$ cat src/hdl/stream_mem_pkg.sv
`default_nettype none

package stream_mem_pkg;

  typedef logic [7:0] byte_t;     // One stream or memory byte
  typedef logic [15:0] addr_t;    // Byte address, as sent in the header
  typedef logic [7:0] len_t;      // Read length byte, requests len+1 bytes
  typedef logic [7:0] err_cnt_t;  // Saturating malformed-packet count

  // Forward half of a byte stream, tready runs the other way
  typedef struct packed {
    logic  tvalid;
    logic  tlast;
    logic  tkeep;
    byte_t tdata;
  } axis_beat_t;

  typedef struct packed {
    logic  en;
    addr_t addr;
    byte_t data;
  } mem_wr_t;

  // Single-cycle read request from the parser to the streamer
  typedef struct packed {
    logic  valid;
    addr_t addr;
    len_t  len;
  } rd_req_t;

  localparam byte_t OP_WRITE = 8'hA0;
  localparam byte_t OP_READ = 8'hB0;

  typedef enum logic [2:0] {
    ST_OPCODE,
    ST_ADDR_HI,
    ST_ADDR_LO,
    ST_LEN,
    ST_PAYLOAD,
    ST_DRAIN,
    ST_WAIT_READ
  } parse_state_e;

endpackage  /* stream_mem_pkg */

`default_nettype wire

$ cat src/hdl/cmd_parser.sv
`default_nettype none

module cmd_parser #(
  parameter int ADDR_WIDTH = 11
) (
  input  wire                        clock_i,
  input  wire                        rst_i,
  input  stream_mem_pkg::axis_beat_t s_beat_i,
  output logic                       s_tready_o,
  output stream_mem_pkg::mem_wr_t    mem_wr_o,
  output stream_mem_pkg::rd_req_t    rd_req_o,
  input  wire                        rd_done_i,
  output stream_mem_pkg::err_cnt_t   err_count_o
);

  import stream_mem_pkg::*;

  // Keeps addresses inside the memory
  localparam addr_t ADDR_MASK = addr_t'((32'd1 << ADDR_WIDTH) - 32'd1);

  parse_state_e state_q;
  logic         is_read_q;    // Current packet is a read command
  logic         read_armed_q; // Length byte seen, waiting on tlast
  byte_t        addr_hi_q;
  addr_t        addr_q;       // Write pointer, or start of the read
  mem_wr_t      mem_wr_q;
  rd_req_t      rd_req_q;
  logic         err_pulse_q;
  err_cnt_t     err_cnt_q;
  logic         xfer;

  // Input stalls only while a read is being returned
  assign s_tready_o  = (state_q != ST_WAIT_READ);
  assign xfer        = s_beat_i.tvalid && s_tready_o;

  assign mem_wr_o    = mem_wr_q;
  assign rd_req_o    = rd_req_q;
  assign err_count_o = err_cnt_q;

  always_ff @(posedge clock_i) begin
    if (rst_i) begin
      state_q        <= ST_OPCODE;
      is_read_q      <= 1'b0;
      read_armed_q   <= 1'b0;
      mem_wr_q.en    <= 1'b0;
      rd_req_q.valid <= 1'b0;
      err_pulse_q    <= 1'b0;
      err_cnt_q      <= '0;
    end else begin
      mem_wr_q.en    <= 1'b0;
      rd_req_q.valid <= 1'b0;
      err_pulse_q    <= 1'b0;

      if (err_pulse_q && err_cnt_q != '1) begin
        err_cnt_q <= err_cnt_q + 1'b1;
      end

      if (xfer) begin
        // Later assignments win, so tlast handling follows the data step
        case (state_q)
          ST_OPCODE: begin
            if (s_beat_i.tkeep) begin
              if (s_beat_i.tdata == OP_WRITE || s_beat_i.tdata == OP_READ) begin
                is_read_q <= (s_beat_i.tdata == OP_READ);
                state_q   <= ST_ADDR_HI;
              end else begin
                read_armed_q <= 1'b0;
                state_q      <= ST_DRAIN;  // Unknown opcode
              end
            end
            if (s_beat_i.tlast) begin
              state_q     <= ST_OPCODE;
              err_pulse_q <= s_beat_i.tkeep && (s_beat_i.tdata != OP_WRITE);
            end
          end

          ST_ADDR_HI: begin
            if (s_beat_i.tkeep) begin
              addr_hi_q <= s_beat_i.tdata;
              state_q   <= ST_ADDR_LO;
            end
            if (s_beat_i.tlast) begin
              state_q     <= ST_OPCODE;
              err_pulse_q <= is_read_q;  // Short write is just dropped
            end
          end

          ST_ADDR_LO: begin
            if (s_beat_i.tkeep) begin
              addr_q  <= {addr_hi_q, s_beat_i.tdata} & ADDR_MASK;
              state_q <= is_read_q ? ST_LEN : ST_PAYLOAD;
            end
            if (s_beat_i.tlast) begin
              state_q     <= ST_OPCODE;
              err_pulse_q <= is_read_q;
            end
          end

          ST_LEN: begin
            if (s_beat_i.tkeep) begin
              rd_req_q.addr <= addr_q;
              rd_req_q.len  <= s_beat_i.tdata;
              if (s_beat_i.tlast) begin
                rd_req_q.valid <= 1'b1;
                state_q        <= ST_WAIT_READ;
              end else begin
                read_armed_q <= 1'b1;  // Trailing bytes before tlast
                state_q      <= ST_DRAIN;
              end
            end else if (s_beat_i.tlast) begin
              err_pulse_q <= 1'b1;
              state_q     <= ST_OPCODE;
            end
          end

          ST_PAYLOAD: begin
            if (s_beat_i.tkeep) begin
              mem_wr_q.en   <= 1'b1;
              mem_wr_q.addr <= addr_q;
              mem_wr_q.data <= s_beat_i.tdata;
              addr_q        <= (addr_q + 1'b1) & ADDR_MASK;
            end
            if (s_beat_i.tlast) begin
              state_q <= ST_OPCODE;
            end
          end

          ST_DRAIN: begin
            if (s_beat_i.tlast) begin
              if (read_armed_q) begin
                rd_req_q.valid <= 1'b1;
                state_q        <= ST_WAIT_READ;
              end else begin
                err_pulse_q <= 1'b1;
                state_q     <= ST_OPCODE;
              end
            end
          end

          default: state_q <= ST_OPCODE;
        endcase
      end

      if (state_q == ST_WAIT_READ && rd_done_i) begin
        state_q <= ST_OPCODE;
      end
    end
  end

endmodule  /* cmd_parser */

`default_nettype wire

$ cat config.mk
export PLATFORM = sky130hd
export DESIGN_NAME = cmd_parser
export DESIGN_NICKNAME = d
export VERILOG_FILES = /design/src/hdl/stream_mem_pkg.sv /design/src/hdl/cmd_parser.sv
export SDC_FILE = /design/constraint.sdc
export NUM_CORES = 1
export LEC_CHECK = 0
export BUFFER_PORTS_ARGS = -buffer_cell sky130_fd_sc_hd__buf_2
export CORE_MARGIN = 2
export CORE_UTILIZATION = 40
export CTS_BUF_LIST = sky130_fd_sc_hd__clkbuf_8
export DETAILED_ROUTE_END_ITERATION = 10
export GPL_ROUTABILITY_DRIVEN = 0
export GPL_TIMING_DRIVEN = 0
export PLACE_DENSITY_LB_ADDON = 0.05
export SLEW_MARGIN = 20
export SYNTH_ARGS = -nofsm -noshare
export SYNTH_HDL_FRONTEND = slang
export SYNTH_SLANG_ARGS = --single-unit
$ cat constraint.sdc
create_clock -name clock_i -period 4.27 [get_ports clock_i]
set_input_delay 0.6405 -clock clock_i [delete_from_list [all_inputs] [get_ports clock_i]]
set_output_delay 0.6405 -clock clock_i [all_outputs]
set_load 0.1 [all_outputs]
Word level (Yosys, flattened, before mapping)
Index checks and enable logic that the tools add are counted.

Flip-flop bits (word level): 83. Bits of input ports: 14. Output and inout port bits: 59.

Add/subtract/negate cells: 2. Eq/ne operators: 21. Mux-type cells: 34. Bitwise operators: 3. Reduce and logical (&&, ||, !) cells: 19.

Operator list (number): two-way mux 25 bit (2); two-way mux 3 bit (12); two-way mux 16 bit (2); one-hot mux 16 bit (2 select lines) (1); one-hot mux 3 bit (6 select lines) (1); == test 8 bit, second input constant (2); != test 8 bit, second input constant (2); AND reduction 4 bit (4); != test 2 bit, second input constant (7); two-way mux 1 bit (12); != test 3 bit, second input constant (4); adder 11 x 1 -> 11 bit, second input constant (1); AND reduction 5 bit (2); == test 3 bit, second input constant (3); adder 8 x 1 -> 8 bit, second input constant (1); == test 3 x 2 -> 1 bit, second input constant (2); AND reduction 6 bit (1); OR reduction 2 bit (3); logical AND 1 bit (4); one-hot mux 1 bit (2 select lines) (2); one-hot mux 1 bit (4 select lines) (1); nonzero test 2 bit (2); == test 3 x 1 -> 1 bit, second input constant (1); logical NOT 3 bit (1); 4 further kinds (6).

Longest topological paths before layout
Word-level depth: 6. Depth in mapped cells: 5. Gate-level depth less buffers: 5.

Worst setup path before layout
Ideal clock, no wire load.

Path type: input-to-reg. From: input port s_beat_i[8] (netlist bit). To: register rd_req_q, in the netlist rd_req_o[0] (enable). Arrival: 2.682 ns. Setup slack: 1.165 ns. Cell stages on the path: 4. Buffers on the path: 1. Cell sequence: buf_2 -> nand2_1 -> or2_2 -> nor3b_1.

Word-level cells in the longest chain between the ends: 1.

RTL lines: start, declared (RTL line cmd_parser.sv:8) `input stream_mem_pkg::axis_beat_t s_beat_i,`; AND reduction 4 bit (no source line); end, declared (RTL line cmd_parser.sv:27) `rd_req_t rd_req_q;`.

Every way passes these cells. A chain may end at the register's enable or synchronous reset.

Worst setup path in the final report
From: register state_q[2]. To: output port s_tready_o.

Word-level cells in the longest chain between the ends: 1.

RTL lines: start, declared (RTL line cmd_parser.sv:21) `parse_state_e state_q;`; start signal, assigned (RTL line cmd_parser.sv:91) `state_q <= is_read_q ? ST_LEN : ST_PAYLOAD;`; != test 3 bit (RTL line cmd_parser.sv:33) `assign s_tready_o = (state_q != ST_WAIT_READ);`; end, declared (RTL line cmd_parser.sv:9) `output logic s_tready_o,`.

Every way passes these cells.

==> flow_summary.ini <==
[critical_path]
critPathRequiredTime_ns = 3.63
cp_max_fo = 10
crit_type = register to primary output
cp-end-kind = primary output
cp.arrival_ns = 1.60
setup.worst_path.start_class = register

[power_and_ir_drop]
swShare = 0.2584
power.switching_uw = 346.7
seqPwrFrac = 0.543
power_density_mw_per_mm2 = 376.2
p_int_uw = 995.0
power_frac_clock = 0.343
leakage_nw = 1.377
peakVddDrop_mv = 0.1446
power_mw = 1.342
pwr-share-comb = 0.114

[sta]
fmax_mhz = 446.3
setup_violations = 0
post-route-period-util = 0.5247
finalHoldViolCount = 0
rsz0062_at_grt = false
setup_slack_ns = 2.029
skew_ns = 0.006107
min_period_ns = 2.241
tns_ns = 0
relSlewSlack = 0.6446
hold_slack_ns = 0.5139
worst_pin_slew_ns = 0.5326
drv_slew = 0

[synthesis]
ys_warn_count = 0
synth_top_area_share = 0.5417
synth_enable_flop_cells = 52
ys_seq_area_frac = 0.6528
synthTopCellsByArea = edfxtp_1, dfxtp_1, nand2_1
synthCells = 232
synth-seq-cells = 68
synth_ff_type = edfxtp_1
synthArstFlopShare = 0
synth.distinct_cells = 46
syn_area_per_cell_um2 = 12.43
yosysTopAreaCell = edfxtp_1
synthesis.area_mm2 = 0.002883

[die]
die_height_um = 88.90
pin_count = 73
start_util = 0.4197
die_w_um = 88.90
core-area_mm2 = 0.006869
fp-row-count = 30
die_area_mm2 = 0.007902

[grt]
antenna_found_initial = 0
grt_pass1_vias = 1827
grt_use_met1 = 0.2139
grt_usage = 0.1579
grt_most_used_layer = met2
grt_use_met2 = 0.2374
grt_pass1_wl_mm = 9.232
grt_max_degree = 12
grt_overflow = 0
met3_usage = 0.05263

[clock_tree]
tritoncts = yes
clkSinkCount = 68
hold_buffers = 0
cts_max_level = 3
numCtsBuffers = 9
clockBufferDepth = 2
clk_pin_slew_ns = 0.07
ctsRootBufferMaster = clkbuf_8
post_cts_buffers = 0
insertion_delay_ns = 0.34
ctsResizeCount = 0

[layout]
final_cell_mix = buf_2, edfxtp_1, nand2_1
final_nets = 333
drive_above_1_share = 0.3199
layout_commonest_cell = buf_2
antenna_cells = 0
synthToLayoutAreaGrowth_pct = 23.70
fin_cells = 418
fin_util = 0.5191
stdcell_area_mm2 = 0.003566
fillCellCount = 612

[routing]
drc = 0
drtPass1Iterations = 4
drtAntennaViolNets = 0
routed_wl_mm = 5.784
wire_per_inst_um = 13.84
via_per_inst = 4.828
drt_iter0_drc = 108
vias = 2018

[hold_path]
hp-class = register to register

[placement]
dp_slack_ns = 1.971
port_buffers = 61
dpl_cell_area_mm2 = 0.003392
placed_cells_incl_taps = 402
place_hpwl_mm = 4.109

[run_status]
status = complete, no violations

[flow_run]
cap_violations = 0
-- power groups by stage --
stage | Combinational, mW | Clock [mW] | Sequential [mW]
after detailed placement | 0.153 | 0 | 0.743
after global routing | 0.166 | 0.502 | 0.729
final | 0.153 | 0.460 | 0.729
after global placement | 0.151 | 0 | 0.743
after floorplan | 0.103 | 0 | 0.760
after CTS | 0.153 | 0.476 | 0.728
-- state kept, by name, summed over array words and instances (netlist names) --
signal and count:
addr_hi_q 3, addr_q 11, err_count_o 8, err_pulse_q 1
is_read_q 1, mem_wr_o 20, rd_req_o 20, read_armed_q 1
state_q 3
-- worst paths after layout --
check	from	end	slack [ns]	cells after the start
setup / recovery	state_q[2]$_SDFFE_PP0P_	s_tready_o	2.03	3
hold / removal	addr_q[10]$_DFFE_PP_	rd_req_o[18]$_DFFE_PP_	0.51	0
setup reg to reg	state_q[1]$_SDFFE_PP0P_	mem_wr_o[11]$_DFFE_PP_	2.29	5
hold reg to reg	addr_q[10]$_DFFE_PP_	rd_req_o[18]$_DFFE_PP_	0.51	0
-- critical path, stage by stage, from the launching register on --
cell      delay [ns]
dfxtp_1         0.44
clkbuf_1        0.39
nand2_1         0.11
buf_2           0.31
-- cell families after synthesis --
| group | count (synthesis) | synth area share |
|---|---|---|
| adders and majority gates | 2 | 0.008679 |
| xor gates and xnor gates | 13 | 0.03950 |
| AOI/OAI and AO/OA | 39 | 0.08377 |
| muxes | 7 | 0.02517 |
| and+or+nand+nor | 83 | 0.1502 |
| DFF | 68 | 0.6528 |
| buffers and inverters | 19 | 0.03863 |
| other | 1 | 0.001301 |
-- layer usage --
metal,part of all wire,vias to the layer above
met2,0.48,64
met3,0.053,7
met5,0,-
li1,-,1013
met4,0.014,0
met1,0.45,934
-- cell type report --
class                           instances  area (µm²)  share of cell area
Clock buffer                           11       151.4             0.04246
Timing Repair Buffer                   65       342.8             0.09614
Buffer                                 17       103.9             0.02912
Sequential cell                        68        1882              0.5277
Inverter                                2       7.507            0.002105
Tap cell                               96       120.1             0.03368
Multi-Input combinational cell        154       935.9              0.2625
Clock inverter                          5       22.52            0.006316
-- synthesized netlist by cell type (4+ instances only) --
master    count
dfxtp_1      16
mux2i_1       5
o21ai_0      16
buf_4        10
xor2_1        6
edfxtp_1     52
nand4_1       5
a21oi_1       6
xnor2_1       7
nand2_1      23
nor2_1       19
nor3_1        6
nand3_1       7
clkbuf_1      4
No activity file was read; power rests on OpenSTA's default activity.
