## src/hdl/stream_mem_pkg.sv

```systemverilog
`default_nettype none

package stream_mem_pkg;

  typedef logic [7:0] byte_t;     // One stream or memory byte
  typedef logic [15:0] addr_t;    // Byte address, as sent in the header
  typedef logic [7:0] len_t;      // Read length byte, requests len+1 bytes
  typedef logic [7:0] err_cnt_t;  // Saturating malformed-packet count

  // Forward half of a byte stream, tready runs the other way
  typedef struct packed {
    logic  tvalid;
    logic  tlast;
    logic  tkeep;
    byte_t tdata;
  } axis_beat_t;

  typedef struct packed {
    logic  en;
    addr_t addr;
    byte_t data;
  } mem_wr_t;

  // Single-cycle read request from the parser to the streamer
  typedef struct packed {
    logic  valid;
    addr_t addr;
    len_t  len;
  } rd_req_t;

  localparam byte_t OP_WRITE = 8'hA0;
  localparam byte_t OP_READ = 8'hB0;

  typedef enum logic [2:0] {
    ST_OPCODE,
    ST_ADDR_HI,
    ST_ADDR_LO,
    ST_LEN,
    ST_PAYLOAD,
    ST_DRAIN,
    ST_WAIT_READ
  } parse_state_e;

endpackage  /* stream_mem_pkg */

`default_nettype wire

```

## src/hdl/read_streamer.sv

```systemverilog
`default_nettype none

module read_streamer #(
  parameter int ADDR_WIDTH = 11
) (
  input  wire                        clock_i,
  input  wire                        rst_i,
  input  stream_mem_pkg::rd_req_t    rd_req_i,
  output stream_mem_pkg::addr_t      rd_addr_o,
  input  stream_mem_pkg::byte_t      rd_data_i,
  output stream_mem_pkg::axis_beat_t m_beat_o,
  input  wire                        m_tready_i,
  output logic                       rd_done_o
);

  import stream_mem_pkg::*;

  localparam addr_t ADDR_MASK = addr_t'((32'd1 << ADDR_WIDTH) - 32'd1);

  addr_t               fetch_addr_q;
  logic [$bits(len_t):0] left_q;  // Bytes still to fetch, up to 256
  logic                inflight_q;      // RAM returns a byte this cycle
  logic                inflight_last_q;

  logic  out_valid_q;
  logic  out_last_q;
  byte_t out_data_q;
  logic  skid_valid_q;
  logic  skid_last_q;
  byte_t skid_data_q;
  logic  done_q;

  logic       pop;
  logic [1:0] held;
  logic       fetch;

  assign pop  = out_valid_q && m_tready_i;
  assign held = 2'(out_valid_q) + 2'(skid_valid_q) + 2'(inflight_q);

  // Only fetch when the returning byte is sure to find a free register
  assign fetch = (left_q != '0) && ((held - 2'(pop)) < 2'd2);

  assign rd_addr_o = fetch_addr_q;
  assign rd_done_o = done_q;
  assign m_beat_o  = '{tvalid: out_valid_q, tlast: out_last_q, tkeep: 1'b1,
                       tdata: out_data_q};

  always_ff @(posedge clock_i) begin
    if (rst_i) begin
      left_q       <= '0;
      inflight_q   <= 1'b0;
      out_valid_q  <= 1'b0;
      skid_valid_q <= 1'b0;
      done_q       <= 1'b0;
    end else begin
      done_q     <= pop && out_last_q;
      inflight_q <= fetch;

      if (rd_req_i.valid) begin
        fetch_addr_q <= rd_req_i.addr & ADDR_MASK;
        left_q       <= {1'b0, rd_req_i.len} + 1'b1;
      end else if (fetch) begin
        fetch_addr_q    <= (fetch_addr_q + 1'b1) & ADDR_MASK;
        left_q          <= left_q - 1'b1;
        inflight_last_q <= (left_q == 1);
      end

      if (!out_valid_q || pop) begin
        if (skid_valid_q) begin
          out_valid_q  <= 1'b1;
          out_last_q   <= skid_last_q;
          out_data_q   <= skid_data_q;
          skid_valid_q <= inflight_q;
          skid_last_q  <= inflight_last_q;
          skid_data_q  <= rd_data_i;
        end else begin
          out_valid_q <= inflight_q;
          out_last_q  <= inflight_last_q;
          out_data_q  <= rd_data_i;
        end
      end else if (inflight_q) begin
        // Output stalled, park the returning byte
        skid_valid_q <= 1'b1;
        skid_last_q  <= inflight_last_q;
        skid_data_q  <= rd_data_i;
      end
    end
  end

endmodule  /* read_streamer */

`default_nettype wire

```

## config.mk

```make
export PLATFORM = sky130hd
export DESIGN_NAME = read_streamer
export DESIGN_NICKNAME = d
export VERILOG_FILES = /design/src/hdl/stream_mem_pkg.sv /design/src/hdl/read_streamer.sv
export SDC_FILE = /design/constraint.sdc
export NUM_CORES = 1
export LEC_CHECK = 0
export BUFFER_PORTS_ARGS = -buffer_cell sky130_fd_sc_hd__buf_2
export CAP_MARGIN = 20
export CORE_MARGIN = 1.5
export CORE_UTILIZATION = 43
export DETAILED_ROUTE_END_ITERATION = 16
export MAX_ROUTING_LAYER = met4
export PLACE_DENSITY_LB_ADDON = 0.12
export SLEW_MARGIN = 10
export SYNTH_ARGS = -nofsm -noshare
export SYNTH_HDL_FRONTEND = slang
export SYNTH_SLANG_ARGS = --single-unit
export TNS_END_PERCENT = 1
```

## constraint.sdc

```tcl
create_clock -name clock_i -period 2.6 [get_ports clock_i]
set_clock_uncertainty 0.15 [all_clocks]
set_input_delay 0.65 -clock clock_i [delete_from_list [all_inputs] [get_ports clock_i]]
set_output_delay 0.65 -clock clock_i [all_outputs]
set_load 0.01 [all_outputs]
```

# Word-level counts from Yosys, hierarchy flattened

Cells that the tools add are included.

Reductions and logical operators: 12
Magnitude comparators: 1
Add/sub/neg operators: 6
Bitwise operators: 2
Equal/unequal tests: 2
Multiplexer cells: 16

Operators by type and width:

| operator                                          | count |
|---|---|
| two-way mux 8 bit                                 | 4 |
| two-way mux 11 bit                                | 2 |
| two-way mux 9 bit                                 | 2 |
| adder 11 x 1 -> 11 bit, second input constant     | 1 |
| adder 8 x 1 -> 9 bit, second input constant       | 1 |
| == test 9 x 1 -> 1 bit, second input constant     | 1 |
| nonzero test 9 bit                                | 1 |
| subtractor 9 x 1 -> 9 bit, second input constant  | 1 |
| two-way mux 1 bit                                 | 8 |
| AND reduction 3 bit                               | 2 |
| AND reduction 2 bit                               | 2 |
| nonzero test 2 bit                                | 2 |
| logical AND 1 bit                                 | 3 |
| adder 1 x 1 -> 2 bit                              | 1 |
| adder 2 x 1 -> 2 bit                              | 1 |
| less-than comparator 2 bit, second input constant | 1 |
| inequality test 2 bit, second input constant      | 1 |
| NOT 1 bit                                         | 2 |
| subtractor 2 x 1 -> 2 bit                         | 1 |
| zero test 1 bit                                   | 1 |
| logical OR 1 bit                                  | 1 |

Logic and storage cells: 50
Input bits: 36
Register bits: 43
Output and inout port bits: 28

# Longest topological paths before layout

Word-level depth: 7
Gate-level depth with buffers: 6
Depth with buffers taken out: 6

# Least setup slack after synthesis

No wires, ideal clock.

Path type: input to register
Start point: in m_tready_i
End point: reg fetch_addr_q[0] (netlist: rd_addr_o[0]) (enable)
Library setup time: 0.378 ns
Arrival time: 2.179 ns
Path slack: -0.107 ns
Buffers on the path: 0
Required time: 2.072 ns
Stages: 6
Cells stage by stage: nor2b_1 > ha_1 > a21oi_2 > o41a_4 > nor2_1 > nor2_1

Longest elaborated chain between the ends: 6

Ends and longest elaborated chain:

| element                              | RTL line            | text |
|---|---|---|
| start: declaration                   | read_streamer.sv:12 | `input wire m_tready_i,` |
| logical AND 1 bit                    | read_streamer.sv:37 | `assign pop = out_valid_q && m_tready_i;` |
| subtractor 2 x 1 -> 2 bit            | read_streamer.sv:41 | `assign fetch = (left_q != '0) && ((held - 2'(pop)) < 2'd2);` |
| less-than comparator 2 bit           | read_streamer.sv:41 |  |
| logical AND 1 bit                    | read_streamer.sv:41 |  |
| nonzero test 2 bit (no source line)  | n/a                 |  |
| AND reduction 2 bit (no source line) | n/a                 |  |
| end signal: assignment               | read_streamer.sv:60 | `fetch_addr_q <= rd_req_i.addr & ADDR_MASK;` |
| end signal: assignment               | read_streamer.sv:63 | `fetch_addr_q <= (fetch_addr_q + 1'b1) & ADDR_MASK;` |
| end: declaration                     | read_streamer.sv:20 | `addr_t fetch_addr_q;` |

Every way passes these cells.
A chain may end at the register's enable or synchronous reset.

# Worst setup path after layout

Start point: in m_tready_i
End point: reg left_q[8]

Longest elaborated chain between the ends: 5

Ends and longest elaborated chain:

| element                             | RTL line            | text |
|---|---|---|
| logical AND 1 bit                   | read_streamer.sv:37 |  |
| subtractor 2 x 1 -> 2 bit           | read_streamer.sv:41 |  |
| less-than comparator 2 bit          | read_streamer.sv:41 |  |
| logical AND 1 bit                   | read_streamer.sv:41 |  |
| nonzero test 2 bit (no source line) | n/a                 |  |
| end signal: assignment              | read_streamer.sv:61 | `left_q <= {1'b0, rd_req_i.len} + 1'b1;` |
| end signal: assignment              | read_streamer.sv:64 | `left_q <= left_q - 1'b1;` |
| end: declaration                    | read_streamer.sv:21 | `logic [$bits(len_t):0] left_q;` |

Every way passes these cells.

==> flow_metrics.tcl <==
set metrics [dict create \
    p_per_area_nw_per_um2 618 \
    rr_endpoint "rd_addr_o[10]" \
    cp.required_ps 2650 \
    grt_use_total_pct 16.5 \
    irDropWorstVdd_uv 381 \
    post-route-min-period_ps 2250 \
    synth-async-reset-ratio_pct 0 \
    place_area_um2 2560 \
    worst-r2r-cell-count 5 \
    syn_avg_cell_area_um2 11.1 \
    antenna-diode-count 0 \
    yosysWarnings 0 \
    hpwl_mm 3.10 \
    num_vias 1618 \
    portBuffers 52 \
    synth-edff-count 30 \
    dr.pass1.iters 4 \
    r2r-start "left_q[4]" \
    cts_tree "built" \
    placed_cells 316 \
    wl_met1_mm 1.97 \
    clock-sinks 43 \
    grt_remaining_overflow 0 \
    fin_cells 324 \
    rows 25 \
    cp.arrival_ps 2300 \
    grt_antenna_before_repair 0 \
    min_to "skid_last_q" \
    wirelength_mm 4.25 \
    grt_setup_unrepaired "no" \
    ant_nets 0 \
    design.die.area_um2 5590 \
    syn_area_um2 2210 \
    fin_nets 298 \
    routed.top_layer "met4" \
    synth_seq_cells 43 \
    grt_pass1_wl_mm 6.71 \
    synth-seq-area-share_pct 52.4 \
    finalHoldViolations 0 \
    cp-start-kind "input pin" \
    hold_path.class "reg2reg" \
    fp.dieW_um 74.8 \
    grt_pass1_vias 1500 \
    synth_compound_area_share_pct 11.4 \
    cts_root_buf "clkbuf_8" \
    synth_top_family_by_area "simple AND/OR/NAND/NOR gates" \
    post-route-period-util_pct 86.4 \
    endpoint_kind "flop" \
    synth_top_area_cell "edfxtp_1" \
    synthXorXnorAreaFrac_pct 6.33 \
    h-tree-depth 2 \
    dr_wl_met2_mm 2.07 \
    synth_fa_ha_area_share_pct 3.39 \
    crit_type "in2reg" \
    numCtsBuffers 5 \
    maxSlewViolCount 0 \
    wl_met3_um 150 \
    core_area_um2 4850 \
    syn_inst 199 \
    initial_core_util_pct 45.7 \
    cts_buffer_depth 2 \
    synth_most_common_cell "edfxtp_1" \
    drt-wirelength-per-cell_um 13.1 \
    status "complete, no violations" \
    r2r_setup_slack_ps 410 \
    drtIter0Drc 83 \
    tns_ps 0 \
    leakagePower_uw 0.00105 \
    ys_top_cells_by_area "edfxtp_1 (41%), dfxtp_1 (12%), mux2_2 (5.1%), xnor2_1 (4.0%), ha_1 (3.4%)" \
    viasPerCell 4.99 \
    gp_congestion 0.813 \
    ys.flop_type "edfxtp_1" \
    synth-simple-area-share_pct 15.8 \
    grt_max_degree 35 \
    clk_pin_slew_ps 80 \
    drv_cap 0 \
    postCtsSetupRepairBufs 0 \
    worstPathMaxFanout 5 \
    ys_types 47 \
    report.final.setup_viol 0 \
    power_uw 1650 \
    hold_start "inflight_last_q" \
    hold_depth 0 \
    synth_mux_area_share_pct 5.54 \
    ioPinCount 64 \
    fin_area_um2 2670 \
    drive_above_1_share_pct 34.6 \
    die_h_um 74.8 \
    hold_buffers 0 \
    drcViolationCount 0 \
    syn_to_final_growth_pct 20.5 \
    holdWs_ps 289 \
    fmax_mhz 445 \
    synth_common_cells "edfxtp_1 (30), nand2_1 (20), o21ai_0 (15)" \
    worstSkewPairLatency_ps 290 \
    cts-resized-gates 0 \
    synth_top_area_share_pct 40.7 \
]
==> sequential cells by signal, indices dropped and copies added (netlist names) <==
register,cells
inflight_last_q,1
skid_last_q,1
skid_valid_q,1
rd_addr_o,11
out_last_q,1
rd_done_o,1
skid_data_q,8
out_valid_q,1
inflight_q,1
out_data_q,8
left_q,9
==> how the worst max path moves through the flow <==
stage / startpoint / endpoint / slack [ps]
after global placement: m_tready_i / left_q[5] / 40
final: m_tready_i / left_q[8] / 350
after global routing: m_tready_i / left_q[8] / 250
after detailed placement: m_tready_i / left_q[5] / 50
after CTS: m_tready_i / left_q[5] / 350
after floorplan: m_tready_i / left_q[5] / 10
==> cells by family after synthesis <==
family                     after synthesis
muxes                                   11
adders and majority gates                6
xor gates and xnor gates                16
AOI/OAI and AO/OA                       36
buffers and inverters                   20
and+or+nand+nor                         65
DFF                                     43
other                                    2
==> metal layers <==
metal	track usage [%]	vias to the layer above
met5	-	-
met4	7.27	0
met3	3.48	5
met2	26.3	26
met1	20.2	753
li1	-	834
==> final cells by class <==
cell class / count / area [um2]
clock inverter: 3 / 43.8
sequential: 43 / 1160
inverter: 5 / 18.8
multi-input combinational: 140 / 965
clock buffer: 5 / 68.8
tap: 67 / 83.8
fill: 432 / 2180
timing repair buffer: 61 / 328
==> critical path, cell delays in order <==
cell	delay, ps
buf_2	100
nor2b_1	170
ha_1	270
a21oi_2	160
buf_4	160
nand3_1	110
or4_1	420
a311oi_1	270
==> per-stage QoR <==
step / utilization [%] / setup WS [ps]
after floorplan: - / 13.9
after global placement: 52.7 / 40.5
after detailed placement: 52.7 / 45.7
after CTS: 55.0 / 345
after global routing: 55.0 / 252
final: 55.0 / 353
==> power by group <==
group	switching [uW]	internal [uW]
combinational	156	141
sequential	41.8	794
clock	229	286
==> placed cells by master, fill, tap and decap left out, types with 2 or more instances in the layout <==
| cell type | synthesis | layout |
|---|---|---|
| nand4_1 | 2 | 2 |
| buf_2 | 1 | 52 |
| a311oi_1 | 2 | 2 |
| a21oi_1 | 5 | 5 |
| xor2_1 | 6 | 6 |
| mux2_2 | 10 | 10 |
| clkbuf_8 | 0 | 5 |
| nor3_1 | 8 | 8 |
| ha_1 | 6 | 6 |
| edfxtp_1 | 30 | 30 |
| and4_1 | 2 | 2 |
| nand2_1 | 20 | 20 |
| nand2b_1 | 3 | 3 |
| nand3_1 | 8 | 8 |
| dfxtp_1 | 13 | 13 |
| buf_4 | 8 | 9 |
| o21ai_0 | 15 | 15 |
| inv_1 | 4 | 4 |
| and2_1 | 2 | 2 |
| conb_1 | 2 | 6 |
| nor2_1 | 8 | 7 |
| o21a_1 | 2 | 2 |
| a221oi_1 | 3 | 3 |
| xnor2_1 | 10 | 10 |
| nor4_1 | 2 | 2 |
Power figures use the tool's default switching activity.
